## src/lsu_pkg.sv

```systemverilog
package lsu_pkg;

  parameter int addr_width = 32;
  parameter int data_width = 32;
  parameter int strb_width = data_width / 8;

  // AXI response code, the memory slave always answers OKAY
  parameter logic [1:0] resp_okay = 2'b00;

  // Encoded the same way as the AXI size field
  typedef enum logic [1:0] {
    size_byte = 2'd0,
    size_half = 2'd1,
    size_word = 2'd2
  } access_size_e;

  // Request from the execute stage
  typedef struct packed {
    logic                  ren;
    logic                  wen;
    access_size_e          size;
    logic                  sext;
    logic [addr_width-1:0] addr;
    logic [data_width-1:0] wsrc;
  } mem_req_t;

  // Bundle handed on to writeback
  typedef struct packed {
    logic [addr_width-1:0] pc;
    logic [data_width-1:0] data;
  } stage_result_t;

  typedef struct packed {
    logic [addr_width-1:0] addr;
    logic [2:0]            size;
  } axi_ar_t;

  typedef struct packed {
    logic [addr_width-1:0] addr;
    logic [2:0]            size;
  } axi_aw_t;

  typedef struct packed {
    logic [data_width-1:0] data;
    logic [strb_width-1:0] strb;
  } axi_w_t;

  typedef struct packed {
    logic [data_width-1:0] data;
    logic [1:0]            resp;
  } axi_r_t;

  typedef struct packed {
    logic [1:0] resp;
  } axi_b_t;

endpackage

```

## src/lsu_data_align.sv

```systemverilog
`timescale 1ns/100ps

module lsu_data_align (
  input  lsu_pkg::access_size_e                size,
  input  logic                                 sext,
  input  logic [1:0]                           offset,
  input  logic [lsu_pkg::data_width-1:0]       wsrc,
  input  logic [lsu_pkg::data_width-1:0]       rdata_raw,
  output logic [lsu_pkg::data_width-1:0]       wdata,
  output logic [lsu_pkg::strb_width-1:0]       wstrb,
  output logic [lsu_pkg::data_width-1:0]       rdata_ext
);

  logic [4:0]                     shamt;
  logic [lsu_pkg::data_width-1:0] rdata_shifted;

  // Byte lane offset in bits
  assign shamt = {offset, 3'b000};

  always_comb begin
    if (size == lsu_pkg::size_word) begin
      wdata = wsrc;
    end else begin
      wdata = wsrc << shamt;
    end
  end

  always_comb begin
    case (size)
      lsu_pkg::size_byte: wstrb = 4'b0001 << offset;
      lsu_pkg::size_half: wstrb = 4'b0011 << offset;
      default:            wstrb = 4'b1111;
    endcase
  end

  // Bring the addressed byte or half down to bit 0
  always_comb begin
    if (size == lsu_pkg::size_word) begin
      rdata_shifted = rdata_raw;
    end else begin
      rdata_shifted = rdata_raw >> shamt;
    end
  end

  always_comb begin
    case (size)
      lsu_pkg::size_byte: begin
        rdata_ext = {{24{sext & rdata_shifted[7]}}, rdata_shifted[7:0]};
      end
      lsu_pkg::size_half: begin
        rdata_ext = {{16{sext & rdata_shifted[15]}}, rdata_shifted[15:0]};
      end
      default: begin
        rdata_ext = rdata_shifted;
      end
    endcase
  end

endmodule

```

## src/lsu_unit.sv

```systemverilog
`timescale 1ns/100ps

module lsu_unit (
  input  logic                             clock,
  input  logic                             reset,

  input  lsu_pkg::mem_req_t                req,
  input  logic [lsu_pkg::addr_width-1:0]   req_pc,
  input  logic [lsu_pkg::data_width-1:0]   pass_data,
  input  logic                             flush,
  output lsu_pkg::stage_result_t           result,
  output logic                             busy,

  output logic                             ar_valid,
  input  logic                             ar_ready,
  output lsu_pkg::axi_ar_t                 ar,

  input  logic                             r_valid,
  output logic                             r_ready,
  input  lsu_pkg::axi_r_t                  r,

  output logic                             aw_valid,
  input  logic                             aw_ready,
  output lsu_pkg::axi_aw_t                 aw,

  output logic                             w_valid,
  input  logic                             w_ready,
  output lsu_pkg::axi_w_t                  w,

  input  logic                             b_valid,
  output logic                             b_ready,
  input  lsu_pkg::axi_b_t                  b
);

  lsu_pkg::mem_req_t              req_q;
  logic                           launch;
  logic                           ar_done;
  logic                           r_done;
  logic                           aw_done;
  logic                           w_done;
  logic                           b_done;
  logic [lsu_pkg::data_width-1:0] wdata;
  logic [lsu_pkg::strb_width-1:0] wstrb;
  logic [lsu_pkg::data_width-1:0] rdata_ext;

  lsu_data_align align_i (
    .size      (req_q.size),
    .sext      (req_q.sext),
    .offset    (req_q.addr[1:0]),
    .wsrc      (req_q.wsrc),
    .rdata_raw (r.data),
    .wdata     (wdata),
    .wstrb     (wstrb),
    .rdata_ext (rdata_ext)
  );

  // Address and size come straight from the held request
  assign ar = '{addr: req_q.addr, size: {1'b0, req_q.size}};
  assign aw = '{addr: req_q.addr, size: {1'b0, req_q.size}};
  assign w  = '{data: wdata, strb: wstrb};

  // Handshake on each channel
  assign ar_done = ar_valid & ar_ready;
  assign r_done  = r_valid & r_ready;
  assign aw_done = aw_valid & aw_ready;
  assign w_done  = w_valid & w_ready;
  assign b_done  = b_valid & b_ready;

  // Request and result payload, loaded whenever the stage is free
  always_ff @(posedge clock) begin
    if (!busy) begin
      req_q       <= req;
      result.pc   <= req_pc;
      result.data <= pass_data;
    end else if (r_done) begin
      result.data <= rdata_ext;
    end
  end

  always_ff @(posedge clock) begin
    if (reset) begin
      busy     <= 1'b0;
      launch   <= 1'b0;
      ar_valid <= 1'b0;
      r_ready  <= 1'b0;
      aw_valid <= 1'b0;
      w_valid  <= 1'b0;
      b_ready  <= 1'b0;
    end else if (!busy) begin
      busy   <= req.ren | req.wen;
      launch <= req.ren | req.wen;
    end else begin
      launch <= 1'b0;

      // First busy cycle: a flush here drops the request untouched
      if (launch) begin
        if (flush) begin
          busy <= 1'b0;
        end else begin
          ar_valid <= req_q.ren;
          // Address and data go out together
          aw_valid <= req_q.wen;
          w_valid  <= req_q.wen;
        end
      end

      if (ar_done) begin
        ar_valid <= 1'b0;
        r_ready  <= 1'b1;
      end

      if (r_done) begin
        r_ready <= 1'b0;
        busy    <= 1'b0;
      end

      // aw and w drop on their own, so the slave may take them in any order
      if (aw_done) begin
        aw_valid <= 1'b0;
      end

      if (w_done) begin
        w_valid <= 1'b0;
        b_ready <= 1'b1;
      end

      // Write response is taken but its code is not acted on
      if (b_done) begin
        b_ready <= 1'b0;
        busy    <= 1'b0;
      end
    end
  end

endmodule

```

## config.mk

```make
export PLATFORM = sky130hd
export DESIGN_NAME = lsu_unit
export DESIGN_NICKNAME = d
export VERILOG_FILES = /design/src/lsu_pkg.sv /design/src/lsu_data_align.sv /design/src/lsu_unit.sv
export SDC_FILE = /design/constraint.sdc
export NUM_CORES = 1
export LEC_CHECK = 0
export CORE_AREA = 3 3 136 138
export CTS_BUF_LIST = sky130_fd_sc_hd__clkbuf_4 sky130_fd_sc_hd__clkbuf_8 sky130_fd_sc_hd__clkbuf_16
export CTS_CLUSTER_DIAMETER = 60
export CTS_CLUSTER_SIZE = 8
export DETAILED_ROUTE_END_ITERATION = 10
export DIE_AREA = 0 0 139 141
export DONT_BUFFER_PORTS = 1
export PLACE_DENSITY = 0.59
export SLEW_MARGIN = 10
export SYNTH_ARGS = -nofsm -noshare
export SYNTH_HDL_FRONTEND = slang
export SYNTH_SLANG_ARGS = --single-unit
```

## constraint.sdc

```tcl
create_clock -name clock -period 3.6 [get_ports clock]
set_input_delay 0.54 -clock clock [delete_from_list [all_inputs] [get_ports clock]]
set_output_delay 0.54 -clock clock [all_outputs]
set_load 0.02 [all_outputs]
```

==> results.py <==
metrics = {
    "sta": {
        "period_needed_ps": 2980,
        "period_share_pct": 82.7,
        "clock_skew_ps": 10.2,
        "worst_pin_slew_ps": 799,
        "whs_ps": 195,
        "tns_ps": 0,
        "final-max-slew-violation-count": 0,
        "hold_violations": 0,
        "rsz0062_at_grt": "false",
        "max_slew_margin_pct": 46.7,
        "timing.fmax_mhz": 336,
        "setup_ws_ps": 622,
        "setup_viol": 0,
    },
    "placed_design": {
        "placedCellCount": 705,
        "gp_congestion": 0.800,
        "dp_slack_ps": 874,
        "hpwl_um": 13800,
        "port-buffer-count": 0,
    },
    "die": {
        "die_area_sq_um": 19600,
        "die_h_um": 141,
        "rows": 48,
        "start_util_pct": 38.7,
        "core_sq_um": 17300,
        "die_w_um": 139,
        "ios": 353,
    },
    "layout": {
        "multi_input_area_sq_um": 1790,
        "n_antenna_cell": 0,
        "syn_to_final_growth_pct": 6.32,
        "nNetsFinal": 676,
        "fin_cells": 737,
        "fill_cells": 1633,
        "regArea_sq_um": 4140,
        "final_layout_size_suffix_gt1_share_pct": 16.4,
    },
    "synthesis": {
        "synth_seq_cells": 140,
        "synth_warnings": 0,
        "yosysUniqueCellTypes": 40,
        "synth_seq_area_share_pct": 61.8,
        "syn-cell-area_sq_um": 6690,
        "synth_most_common_cell": "edfxtp_1",
        "async_flop_share_pct": 0,
        "avgSynthCellArea_sq_um": 12.0,
        "synthFlopType": "edfxtp_1",
        "synth-edff-count": 133,
        "synth_top_cell_area_share_pct": 59.7,
        "netlist_top_cells_count": "edfxtp_1 (133), buf_4 (73), nor2_1 (52)",
        "netlist_instances": 555,
        "yosysTopAreaCell": "edfxtp_1",
        "synth_area_leaders": "edfxtp_1 (60%), buf_4 (8.2%), a31oi_1 (3.2%)",
    },
    "setup_path": {
        "worst-setup-path-type": "reg -> out",
        "timing.rr.start": "ar[1]",
        "rr_worst_depth": 6,
        "ff2ff_setup_slack_ps": 880,
        "arrival_ps": 2440,
        "crit_path_end_kind": "primary output",
        "crit_required_ps": 3060,
        "crit-reg2reg-capture": "result[17]",
        "crit_fanout": 17,
        "startpoint_type": "register",
    },
    "cts": {
        "clkSlewWorstSetupHoldPaths_ps": 70,
        "ctsLongestPathBuffers": 2,
        "htree_levels": 4,
        "cts-resized-gates": 0,
        "clock-sinks": 140,
        "cts_setup_buffers": 0,
        "insertion_delay_ps": 420,
        "cts-hold-fix-buffers": 0,
        "cts_buffers": 17,
        "cts-root-buf": "clkbuf_16",
        "cts_tree": "done",
    },
    "global_route": {
        "grt_use_total_pct": 18.4,
        "antenna_found_initial": 2,
        "grt_pass1_vias": 4266,
        "grt_pass1_wl_um": 27200,
        "grt_max_degree": 70,
        "gr-total-overflow": 0,
    },
    "pwr": {
        "powerDensity_nw_per_um2": 709,
        "p_leak_uw": 0.00251,
        "ir_drop_mv": 0.308,
    },
    "detailed_routing": {
        "first_iter_violations": 297,
        "drtAntennaViolNets": 0,
        "viasPerCell": 5.72,
        "drc": 0,
        "first_pass_iters": 7,
        "wire_per_inst_um": 25.2,
        "totalWireLength_um": 18600,
        "dr_total_vias": 4216,
    },
    "run_status": {
        "status": "finished clean",
    },
    "worst_hold_path": {
        "hold_class": "in -> reg",
        "hold_depth": 1,
        "holdPathEnd": "b_ready",
        "min_from": "reset",
    },
    "flow_run": {
        "max-cap-violations": 0,
    },
}
## stage by stage
step / instance area [sq um] / power (uW) / utilization [%]
4_1_cts: 7110 / 5100 / 41.1
2_1_floorplan: 6690 / 3160 / -
3_5_place_dp: 6520 / 3310 / 37.7
3_3_place_gp: 6520 / 3280 / 37.7
6_report: 7110 / 5040 / 41.1
5_1_grt: 7110 / 5270 / 41.1
## worst max-delay path: stages (launching register included)
cell	delay, ps
edfxtp_1	390
buf_4	240
nor2b_4	470
buf_4	330
nor2_1	190
a22o_1	370
## worst max path at each step
stage               slack [ps]    endpoint  depth (start not counted)  start
floorplan                  310   result[7]                          4   busy
global placement           950  result[27]                          6  ar[1]
detailed placement         870  result[30]                          6  ar[1]
CTS                        590       w[13]                          5  ar[1]
global route               510       w[13]                          5  ar[0]
finish                     620       w[13]                          5  ar[1]
## kinds of logic (layout without fill, tap and decap cells)
| logic type | after synthesis | after routing | share of synthesized area, % |
|---|---|---|---|
| multiplexers | 20 | 20 | 3.20 |
| flip-flops | 140 | 140 | 61.8 |
| AND/OR/NAND/NOR | 133 | 133 | 9.82 |
| other | 1 | 2 | 0.0561 |
| buffers and inverters | 127 | 83 | 11.5 |
| AO/OA/AOI/OAI | 134 | 134 | 13.6 |
## final cells by class
class	instances	share of cell area (%)
flip-flops and latches	140	58.2
multi-input cells	289	25.1
clock buffers	17	5.98
well taps	225	3.96
repair buffers	31	3.27
clock inverters	15	2.38
inverters	20	1.09
## sequential cells by signal, indices dropped and copies added (netlist names)
signal,count
ar,34
ar_valid,1
aw_valid,1
b_ready,1
busy,1
launch,1
r_ready,1
req_q,35
result,64
w_valid,1
## metal layers
layer	part of all wire (%)	GRT usage, %
met1	39	22.1
met2	50	30.4
met3	9.7	7.97
met4	1.4	5.30
met5	0.11	0
## power breakdown
part / switching [uW] / leakage, uW / internal [uW]
sequential: 378 / 0.00139 / 2090
clock: 780 / 0.000291 / 993
combinational: 550 / 0.000829 / 247
total: 1710 / 0.00251 / 3330
## cell usage in the layout, fill, tap and decap left out, drive strengths merged, types with 2 or more instances in the layout
cell	synthesis	layout
buf	81	31
a31oi	34	34
a21oi	18	18
mux2	11	11
mux2i	9	9
o21bai	2	2
nor2b	20	20
a22o	7	7
o221ai	7	7
nand3	2	2
a311oi	3	3
a22oi	7	7
o21ba	2	2
o21ai	30	30
clkbuf	26	17
a32oi	16	16
nor2	53	53
nand2b	19	19
clkinv	0	3
dfxtp	7	7
and2	2	2
edfxtp	133	133
nand2	24	24
nor3	9	9
inv	20	30
or2	2	2
conb	1	2
o22ai	4	4
Power figures use the tool's default switching activity.
